<file path="src/include/ptp_defs.svh">
`ifndef PTP_DEFS_SVH
`define PTP_DEFS_SVH

// ============================================================
// bus geometry
// ============================================================
`define PTP_DATA_W 32 // also the cycle counter width
`define PTP_ADDR_W 16

// ============================================================
// exchange timing in enabled clock cycles
// ============================================================
`define PTP_TALK_LAST 5 // burst driven up to this count
`define PTP_TALK_END 7 // switch over to listening here
`define PTP_CONV_CYCLES 2 // exchanges before the engine stops

// returned for any unmapped read select
`define PTP_READ_MISS 32'hDEADBEEF

`endif
</file>
<file path="src/verilog/ptp_sync_pkg.sv">
package ptp_sync_pkg;

	// which side of the exchange an engine plays
	typedef enum logic {
		ROLE_MASTER = 1'b0,
		ROLE_SLAVE  = 1'b1
	} ptp_role_t;

endpackage

</file>
<file path="src/verilog/ptp_bus_pkg.sv">
`include "ptp_defs.svh"

package ptp_bus_pkg;

	// write offsets in the low address byte
	typedef enum logic [7:0] {
		CSR_ROLE    = 8'h00,
		CSR_SYNC_EN = 8'h01,
		CSR_RESTART = 8'h02,
		CSR_START   = 8'h03
	} csr_addr_t;

	// read select in the upper address byte
	typedef enum logic [7:0] {
		RSEL_MASTER_TIME = 8'h00,
		RSEL_SLAVE_TIME  = 8'h01
	} csr_rsel_t;

	typedef struct packed {
		logic [`PTP_DATA_W-3:0] reserved;
		logic                   role; // 1 selects slave
		logic                   go;
	} csr_start_t;

	// flag registers look at the whole word, the start command at its bits
	typedef union packed {
		logic [`PTP_DATA_W-1:0] word;
		csr_start_t             start;
	} csr_wdata_u;

endpackage

</file>
<file path="src/verilog/ptp_sync_top.sv">
`include "ptp_defs.svh"

module ptp_sync_top (
	input  logic                    clock,
	input  logic                    reset,
	input  logic [`PTP_ADDR_W-1:0]  address,
	input  logic                    write,
	input  logic [`PTP_DATA_W-1:0]  writedata,
	input  logic                    read,
	input  logic                    piezo_in,
	output logic [`PTP_DATA_W-1:0]  readdata,
	output logic                    waitrequest,
	output logic                    piezo_out
);
	import ptp_sync_pkg::*;

	logic                   restart;
	logic                   master_enable;
	logic                   slave_enable;
	logic                   master_pulse;
	logic                   slave_pulse;
	logic [`PTP_DATA_W-1:0] master_time;
	logic [`PTP_DATA_W-1:0] slave_time;
	logic                   master_finished;
	logic                   slave_finished;

	assign piezo_out = master_pulse | slave_pulse; // shared piezo line

	ptp_csr csr (
		.clock           (clock),
		.reset           (reset),
		.address         (address),
		.write           (write),
		.writedata       (writedata),
		.read            (read),
		.master_time     (master_time),
		.slave_time      (slave_time),
		.master_finished (master_finished),
		.slave_finished  (slave_finished),
		.readdata        (readdata),
		.waitrequest     (waitrequest),
		.restart         (restart),
		.master_enable   (master_enable),
		.slave_enable    (slave_enable)
	);

	ptp_exchange #(.ROLE(ROLE_MASTER)) master_engine (
		.clock       (clock),
		.reset       (reset),
		.restart     (restart),
		.enable      (master_enable),
		.pulse_in    (piezo_in),
		.pulse_out   (master_pulse),
		.travel_time (master_time),
		.finished    (master_finished)
	);

	ptp_exchange #(.ROLE(ROLE_SLAVE)) slave_engine (
		.clock       (clock),
		.reset       (reset),
		.restart     (restart),
		.enable      (slave_enable),
		.pulse_in    (piezo_in),
		.pulse_out   (slave_pulse),
		.travel_time (slave_time),
		.finished    (slave_finished)
	);

endmodule

</file>
<file path="src/verilog/ptp_exchange.sv">
`include "ptp_defs.svh"

module ptp_exchange #(
	parameter ptp_sync_pkg::ptp_role_t ROLE = ptp_sync_pkg::ROLE_MASTER
) (
	input  logic                    clock,
	input  logic                    reset,
	input  logic                    restart,
	input  logic                    enable,
	input  logic                    pulse_in,
	output logic                    pulse_out,
	output logic [`PTP_DATA_W-1:0]  travel_time,
	output logic                    finished
);
	import ptp_sync_pkg::*;

	// master opens with a burst, slave waits for the peer
	localparam logic START_LISTEN = (ROLE == ROLE_SLAVE);
	localparam logic [`PTP_DATA_W-1:0] START_CONV = (ROLE == ROLE_MASTER) ? 1 : 0;

	logic [`PTP_DATA_W-1:0] cycle_cnt;
	logic [`PTP_DATA_W-1:0] conv_cnt; // exchanges seen so far
	logic                   listening; // low while talking
	logic                   talked; // burst sent since the last listen

	always_ff @(posedge clock or posedge reset) begin
		if (reset) begin
			cycle_cnt   <= '0;
			conv_cnt    <= START_CONV;
			listening   <= START_LISTEN;
			talked      <= 1'b0;
			pulse_out   <= 1'b0;
			travel_time <= 1;
			finished    <= 1'b0;
		end else if (restart) begin
			cycle_cnt   <= '0;
			conv_cnt    <= START_CONV;
			listening   <= START_LISTEN;
			talked      <= 1'b0;
			pulse_out   <= 1'b0;
			travel_time <= 1;
			finished    <= 1'b0;
		end else if (enable) begin
			pulse_out <= 1'b0;
			cycle_cnt <= cycle_cnt + 1'b1;

			if (!listening) begin
				// talk phase
				talked <= 1'b1;
				if (cycle_cnt <= `PTP_TALK_LAST) begin
					pulse_out <= 1'b1;
				end
				if (cycle_cnt >= `PTP_TALK_END) begin
					listening <= 1'b1;
				end
			end else begin
				// listen phase, peer pulse closes the round trip
				if (pulse_in) begin
					conv_cnt <= conv_cnt + 1'b1;
					if (talked && !finished) begin
						travel_time <= cycle_cnt;
					end
					cycle_cnt <= '0;
					talked    <= 1'b0;
					listening <= 1'b0; // answer with a burst
				end
				if (conv_cnt >= `PTP_CONV_CYCLES) begin
					finished <= 1'b1; // held until restart
				end
			end
		end
	end

endmodule

</file>
<file path="src/verilog/ptp_csr.sv">
`include "ptp_defs.svh"

module ptp_csr (
	input  logic                     clock,
	input  logic                     reset,
	input  logic [`PTP_ADDR_W-1:0]   address,
	input  logic                     write,
	input  ptp_bus_pkg::csr_wdata_u  writedata,
	input  logic                     read,
	input  logic [`PTP_DATA_W-1:0]   master_time,
	input  logic [`PTP_DATA_W-1:0]   slave_time,
	input  logic                     master_finished,
	input  logic                     slave_finished,
	output logic [`PTP_DATA_W-1:0]   readdata,
	output logic                     waitrequest,
	output logic                     restart,
	output logic                     master_enable,
	output logic                     slave_enable
);
	import ptp_bus_pkg::*;
	import ptp_sync_pkg::*;

	ptp_role_t role;
	ptp_role_t start_role;
	logic      sync_en;
	logic      start_go; // start command waiting for its first edge
	logic      start_delay;
	logic      finished_q;
	logic      wait_flag;
	logic      wr_accept;
	csr_addr_t wr_addr;
	csr_rsel_t rd_sel;

	assign wr_addr = csr_addr_t'(address[7:0]);
	assign rd_sel = csr_rsel_t'(address[`PTP_ADDR_W-1:8]);

	// upper byte has to be zero for a write to land
	assign wr_accept = write && !waitrequest && (address[`PTP_ADDR_W-1:8] == 8'h00);

	assign master_enable = sync_en && (role == ROLE_MASTER);
	assign slave_enable = sync_en && (role == ROLE_SLAVE);

	// ============================================================
	// read side with a single wait state
	// ============================================================
	assign waitrequest = read && wait_flag;

	always_ff @(posedge clock or posedge reset) begin
		if (reset) begin
			wait_flag <= 1'b1;
		end else begin
			wait_flag <= 1'b1; // re-arms after the data cycle
			if (read && wait_flag) begin
				wait_flag <= 1'b0;
			end
		end
	end

	always_ff @(posedge clock) begin
		if (read && wait_flag) begin
			case (rd_sel)
				RSEL_MASTER_TIME: readdata <= master_time;
				RSEL_SLAVE_TIME:  readdata <= slave_time;
				default:          readdata <= `PTP_READ_MISS;
			endcase
		end
	end

	// ============================================================
	// control registers, start sequence and auto-stop
	// ============================================================
	always_ff @(posedge clock or posedge reset) begin
		if (reset) begin
			role        <= ROLE_MASTER;
			start_role  <= ROLE_MASTER;
			sync_en     <= 1'b0;
			restart     <= 1'b0;
			start_go    <= 1'b0;
			start_delay <= 1'b0;
			finished_q  <= 1'b0;
		end else begin
			restart     <= 1'b0;
			start_delay <= 1'b0;
			// old finished flags are dropped while the engines restart
			finished_q <= (master_finished || slave_finished) && !restart;
			if (finished_q) begin
				sync_en <= 1'b0;
			end

			// first edge of a start
			if (start_go) begin
				start_go    <= 1'b0;
				role        <= start_role;
				sync_en     <= 1'b0;
				restart     <= 1'b1;
				start_delay <= 1'b1;
			end
			if (start_delay) begin
				sync_en <= 1'b1; // engines run from here on
			end

			if (wr_accept) begin
				case (wr_addr)
					CSR_ROLE:    role <= ptp_role_t'(writedata.word != '0);
					CSR_SYNC_EN: sync_en <= (writedata.word != '0);
					CSR_RESTART: restart <= (writedata.word != '0);
					CSR_START: begin
						start_go   <= writedata.start.go;
						start_role <= ptp_role_t'(writedata.start.role);
					end
					default: ;
				endcase
			end
		end
	end

endmodule

</file>
<file path="config.mk">
export PLATFORM = sky130hd
export DESIGN_NAME = ptp_sync_top
export DESIGN_NICKNAME = d
export VERILOG_FILES = /design/src/verilog/ptp_sync_pkg.sv /design/src/verilog/ptp_bus_pkg.sv /design/src/verilog/ptp_sync_top.sv /design/src/verilog/ptp_exchange.sv /design/src/verilog/ptp_csr.sv
export VERILOG_INCLUDE_DIRS = /design/src /design/src/include
export SDC_FILE = /design/constraint.sdc
export NUM_CORES = 1
export LEC_CHECK = 0
export BUFFER_PORTS_ARGS = -buffer_cell sky130_fd_sc_hd__buf_2
export CAP_MARGIN = 20
export CORE_UTILIZATION = 60
export CTS_BUF_LIST = sky130_fd_sc_hd__clkbuf_16
export DETAILED_ROUTE_END_ITERATION = 8
export PLACE_DENSITY = 0.8
export SKIP_LAST_GASP = 1
export SYNTH_ARGS = -nofsm -noshare
export SYNTH_HDL_FRONTEND = slang
export SYNTH_SLANG_ARGS = --single-unit
</file>
<file path="constraint.sdc">
create_clock -name clock -period 17.1 [get_ports clock]
set_input_delay 5.13 -clock clock [delete_from_list [all_inputs] [get_ports clock]]
set_output_delay 5.13 -clock clock [all_outputs]
set_load 0.02 [all_outputs]
</file>
==> results.cfg, run 1 <==
[floorplan]
core-area_sq_um = 18800
dieHeight_um = 141
rows = 50
die_area_sq_um = 19900
start_util_pct = 61.6
ioPinCount = 87
die_w_um = 141

[detailed_routing]
num_vias = 8981
vias_per_cell = 5.78
highest_layer = met4
antenna_left = 0
wl_met2_um = 12600
wl_met1_um = 11200
finalWirelength_um = 25600
dr_wl_met3_um = 945
route.detailed.drc = 0
drtPass1Iterations = 5
routedWlPerCell_um = 16.5
drt_iter0_drc = 777

[timing]
finalCritPeriodShare_pct = 65.0
worst_pin_slew_ns = 1.07
period_needed_ns = 11.12
fin_skew_ns = 0.0152
drv_slew = 0
finalWorstSetupSlack_ns = 5.98
rsz0062_at_grt = no
fmax_mhz = 89.9
finalSetupViolCount = 0
tns_ns = 0
hold_viol_final = 0
fin_hold_ws_ns = 0.478
max_slew_margin_pct = 28.7

[status]
status = completed

[global_routing]
grt_pass1_wl_um = 42800
antenna_found_initial = 0
grt_max_degree = 139
grt_use_total_pct = 26.7
grt_pass1_vias = 8685
grt.overflow.total = 0

[place]
dp_slack_ns = 5.98
port_buffers = 86
globalplace.congestion = 0.869
dpl_cell_area_sq_um = 12200
dp_hpwl_um = 16700
dp_cells = 1507

[setup_path]
startpoint = read
cp_max_fo = 33
cp-start-kind = primary input
critical_path_arrival_ns = 5.99
critical_path_class = in2out
critPathCapture = waitrequest
rr_endpoint = master_engine.conv_cnt[31]
crit_required_ns = 11.97
reg2reg_slack_ns = 13.93
timing.rr.start = csr.restart
ff2ff_path_depth = 5
cp-end-kind = output port

[pwr]
p_leak_nw = 5.50
p_per_area_nw_per_um2 = 85.9
total_power_mw = 1.11
ir_worst_vdd_uv = 66.9

[finish]
final_cells = 1553
n_antenna_cell = 0
drive_above_1_share_pct = 11.8
final_cell_area_sq_um = 13000
final_nets = 1338
utilization_pct = 68.9
nFillCells = 1441
syn2layout_area_growth_pct = 11.8

[synth]
netlist_area_sq_um = 11600
synth-warning-count = 0
synth_cells = 1219
synth_area_leader_cell = dfrtp_1
syn_avg_cell_area_sq_um = 9.51
ys_seq_area_share_pct = 53.2
synthFlopType = dfrtp_1
ys_seq_elements = 240
synth.net_count = 1282
synth_edf_count = 32
synthArstFlopShare_pct = 86.7
synthTopCellsByArea = dfrtp_1, edfxtp_1, nand2_1, nor2_1, xnor2_1
synth_top_area_share_pct = 43.8
synth_cell_types = 58

[clock_network]
cts-resized-gates = 0
clock_sinks = 240
cts_tree = yes
post_cts_buffers = 0
clkTransAtPathRegs_ns = 0.06
clockBufferDepth = 3
cts_made_buffers = 25
clock_latency_ns = 0.52
root_buffer = clkbuf_16
cts_hold_buf = 0
h-tree-depth = 1

[worst_hold_path]
min_path_type = reg2reg
whs_path_depth = 2

[run]
drv_cap = 0
## kinds of logic (layout without fill, tap and decap cells)
kind of cell,after synthesis,in the layout,synth area share (%)
multiplexers,37,37,3.24
XOR/XNOR,95,95,7.17
AND/OR/NAND/NOR,598,598,24.9
adder cells (fa/ha/maj),10,10,1.08
flip-flops,240,240,53.2
AO/OA/AOI/OAI,147,147,7.23
buffers and inverters,92,166,3.16
## placed cells by master (no fill, tap or decap), drive strengths merged, types with 26 or more instances in the layout
master,count
buf,95
nand3,47
clkbuf,26
nand4,44
xor2,47
a21oi,70
xnor2,48
nand2,205
nor4,54
nor3,32
edfxtp,32
nor2,138
mux2i,33
dfrtp,203
o21ai,45
inv,32
## critical path, cell delays in order
cell	delay (ns)
buf_2	0.07
nand2_1	0.07
inv_1	0.06
buf_4	0.37
buf_2	0.25
## area by class of cell
type | instances | area, sq um | area share, %
multi-input cells | 887 | 5080 | 39.2
repair buffers | 95 | 518 | 3.99
clock inverters | 19 | 109 | 0.840
flip-flops and latches | 240 | 6180 | 47.6
well taps | 260 | 325 | 2.51
clock buffers | 26 | 651 | 5.02
inverters | 26 | 105 | 0.811
## worst min-delay path by stage
stage / slack (ns) / startpoint / to
finish: 0.48 / master_engine.travel_time[14] / master_engine.travel_time[14]
global route: 0.50 / master_engine.travel_time[15] / master_engine.travel_time[15]
CTS: 0.48 / master_engine.travel_time[14] / master_engine.travel_time[14]
detailed placement: 0.47 / csr.wait_flag / csr.wait_flag
global placement: 0.46 / master_engine.travel_time[15] / master_engine.travel_time[15]
floorplan: 0.42 / csr.start_go / csr.start_delay
## layer usage
| layer | track usage (%) | vias to the layer above |
|---|---|---|
| li1 | - | 4368 |
| met4 | 9.55 | 0 |
| met3 | 3.29 | 53 |
| met2 | 44.5 | 226 |
| met5 | 0 | - |
| met1 | 36.2 | 4334 |
## report_power, final
part / total (mW) / internal, mW / switching [mW]
sequential: 0.581 / 0.580 / 0.000753
clock: 0.505 / 0.288 / 0.217
combinational: 0.0269 / 0.00794 / 0.0189
## sequential cells by signal (all words and copies together), names as in the netlist
signal	flops
csr.finished_q	1
csr.readdata	32
csr.restart	1
csr.role	1
csr.start_delay	1
csr.start_go	1
csr.start_role	1
csr.sync_en	1
csr.wait_flag	1
master_engine.conv_cnt	32
master_engine.cycle_cnt	32
master_engine.finished	1
master_engine.listening	1
master_engine.pulse_out	1
master_engine.talked	1
master_engine.travel_time	32
slave_engine.conv_cnt	32
slave_engine.cycle_cnt	32
slave_engine.finished	1
slave_engine.listening	1
slave_engine.pulse_out	1
slave_engine.talked	1
slave_engine.travel_time	32
## Yosys cell counts (all sizes together), types with 2 or more instances
library cell    n
a211oi          7
a21oi          70
a31oi           3
and2            7
and3           17
and4           14
buf            17
clkbuf         49
dfrtp         203
dfstp           5
edfxtp         32
ha             10
inv            26
mux2            4
mux2i          33
nand2         205
nand2b          2
nand3          47
nand4          44
nand4bb         2
nor2          138
nor2b           4
nor3           32
nor3b           3
nor4           54
nor4b           3
o2111ai         2
o211ai          3
o21a            3
o21ai          45
o31ai           8
or2             2
or3            15
or4             7
xnor2          48
xor2           47
No activity file was read; power rests on OpenSTA's default activity.
==> run 2, diff against run 1 <==
==> constraint.sdc (replaced) <==
create_clock -name clock -period 11.13 [get_ports clock]
set_input_delay 3.339 -clock clock [delete_from_list [all_inputs] [get_ports clock]]
set_output_delay 3.339 -clock clock [all_outputs]
set_load 0.02 [all_outputs]
==> run 2 against run 1 <==
Compared with the run above: worst setup slack got worse by 2.4 ns; clock power is 53% higher; sequential cell count unchanged; power grew 53%; sequential share of layout area barely moved; critical path depth unchanged; cell area hardly changed; wire length decreased by 0.83%; final cell count decreased by 0.19%.
==> results.cfg, run 2 (synthesized netlist as in run 1, its figures left out) <==
[setup_path]
ff2ff_path_depth = 5
critical_path_arrival_ns = 4.19
cp-end-kind = output port
rr_endpoint = master_engine.conv_cnt[31]
timing.rr.start = csr.restart
critical_path_class = in2out
cp_max_fo = 33
reg2reg_slack_ns = 7.97
crit_required_ns = 7.79
cp-start-kind = primary input

[clock_network]
clockBufferDepth = 3
cts_tree = yes
cts_hold_buf = 0
clock_latency_ns = 0.51
h-tree-depth = 1
clock_sinks = 240
root_buffer = clkbuf_16
clkTransAtPathRegs_ns = 0.06
cts-resized-gates = 0
post_cts_buffers = 0
cts_made_buffers = 24

[detailed_routing]
route.detailed.drc = 0
drtPass1Iterations = 5
num_vias = 8995
routedWlPerCell_um = 16.3
vias_per_cell = 5.80
finalWirelength_um = 25300
drt_iter0_drc = 653
antenna_left = 0

[pwr]
clkPwrFrac_pct = 45.3
pwr-share-comb_pct = 2.4
p_leak_nw = 5.49
p_switching_mw = 0.354
ir_worst_vdd_uv = 127
switching_share_pct = 20.7
internal-power_mw = 1.35
pwr-share-seq_pct = 52.3
p_per_area_nw_per_um2 = 132

[global_routing]
use_met3_pct = 2.99
busiest_layer = met2
grt_pass1_wl_um = 42300
grt.overflow.total = 0
grtUsageMet2_pct = 44.3
use_met1_pct = 36.1
grt_max_degree = 138
grt_pass1_vias = 8561
grt_use_total_pct = 26.2
antenna_found_initial = 0

[finish]
drive_above_1_share_pct = 11.6
n_antenna_cell = 0
nFillCells = 1466
final_cell_mix = nand2_1, dfrtp_1, nor2_1, buf_2, a21oi_1
syn2layout_area_growth_pct = 11.7
final_cell_area_sq_um = 13000
final_common_cell = nand2_1
final_nets = 1338

[floorplan]
core-area_sq_um = 18800
dieHeight_um = 141
start_util_pct = 61.6
rows = 50
die_area_sq_um = 19900
ioPinCount = 87
die_w_um = 141

[timing]
tns_ns = 0
drv_slew = 0
rsz0062_at_grt = no
finalCritPeriodShare_pct = 67.7
hold_viol_final = 0
fin_hold_ws_ns = 0.483
finalSetupViolCount = 0
max_slew_margin_pct = 31.1
worst_pin_slew_ns = 1.03
fin_skew_ns = 0.00719
period_needed_ns = 7.53
fmax_mhz = 133

[worst_hold_path]
min_path_type = reg2reg
min_from = master_engine.travel_time[0]
holdPathEnd = master_engine.travel_time[0]
whs_path_depth = 2

[run]
drv_cap = 0

[status]
status = completed

[place]
dpl_cell_area_sq_um = 12200
globalplace.congestion = 0.881
port_buffers = 86
dp_hpwl_um = 16600
[run 2: cell types whose count changed in the layout (fill, tap and decap cells not counted), sizes merged]
cell | before | now
clkinv | 12 | 8
bufinv | 1 | 2
buf | 95 | 96
clkbuf | 26 | 25
[run 2: area by class of cell]
type / count / area [sq um] / share of cell area, %
Timing Repair Buffer: 96 / 526 / 4.06
Tap cell: 260 / 325 / 2.51
Multi-Input combinational cell: 887 / 5080 / 39.2
Sequential cell: 240 / 6180 / 47.7
Inverter: 26 / 105 / 0.811
Clock inverter: 16 / 119 / 0.918
Clock buffer: 25 / 626 / 4.83
[run 2: critical path, cell delays in order]
cell	delay [ns]
buf_2	0.07
nand2_1	0.07
inv_1	0.06
buf_4	0.37
buf_2	0.25
[run 2: power by group through the flow]
stage | Clock [mW] | Combinational, mW | Sequential [mW]
after global placement | 0 | 0.0418 | 0.909
after detailed placement | 0 | 0.0422 | 0.909
after global routing | 0.816 | 0.0465 | 0.892
final | 0.772 | 0.0414 | 0.893
after CTS | 0.785 | 0.0423 | 0.893
after floorplan | 0 | 0.0214 | 0.912
[run 2: through the flow]
step / cells / worst slack (ns) / total power, mW / util (%)
floorplan: 1219 / 2.12 / 0.933 / -
global placement: 1508 / 3.61 / 0.951 / 64.7
detailed placement: 1508 / 3.60 / 0.951 / 64.7
CTS: 1549 / 3.60 / 1.72 / 68.6
global route: 1550 / 3.56 / 1.75 / 68.8
finish: 1550 / 3.60 / 1.71 / 68.8
[run 2: layer usage]
layer	part of all wire, %	routed length (um)	vias to the layer above
met1	43	11000	4345
met5	0	0	-
met3	4.2	1060	55
li1	-	-	4366
met4	2.7	678	0
met2	50	12600	229
[run 2: how the worst max path moves through the flow]
| stage | startpoint | endpoint |
|---|---|---|
| floorplan | reset | csr.finished_q |
| finish | read | waitrequest |
| global route | read | waitrequest |
| global placement | read | waitrequest |
| detailed placement | read | waitrequest |
| CTS | read | waitrequest |
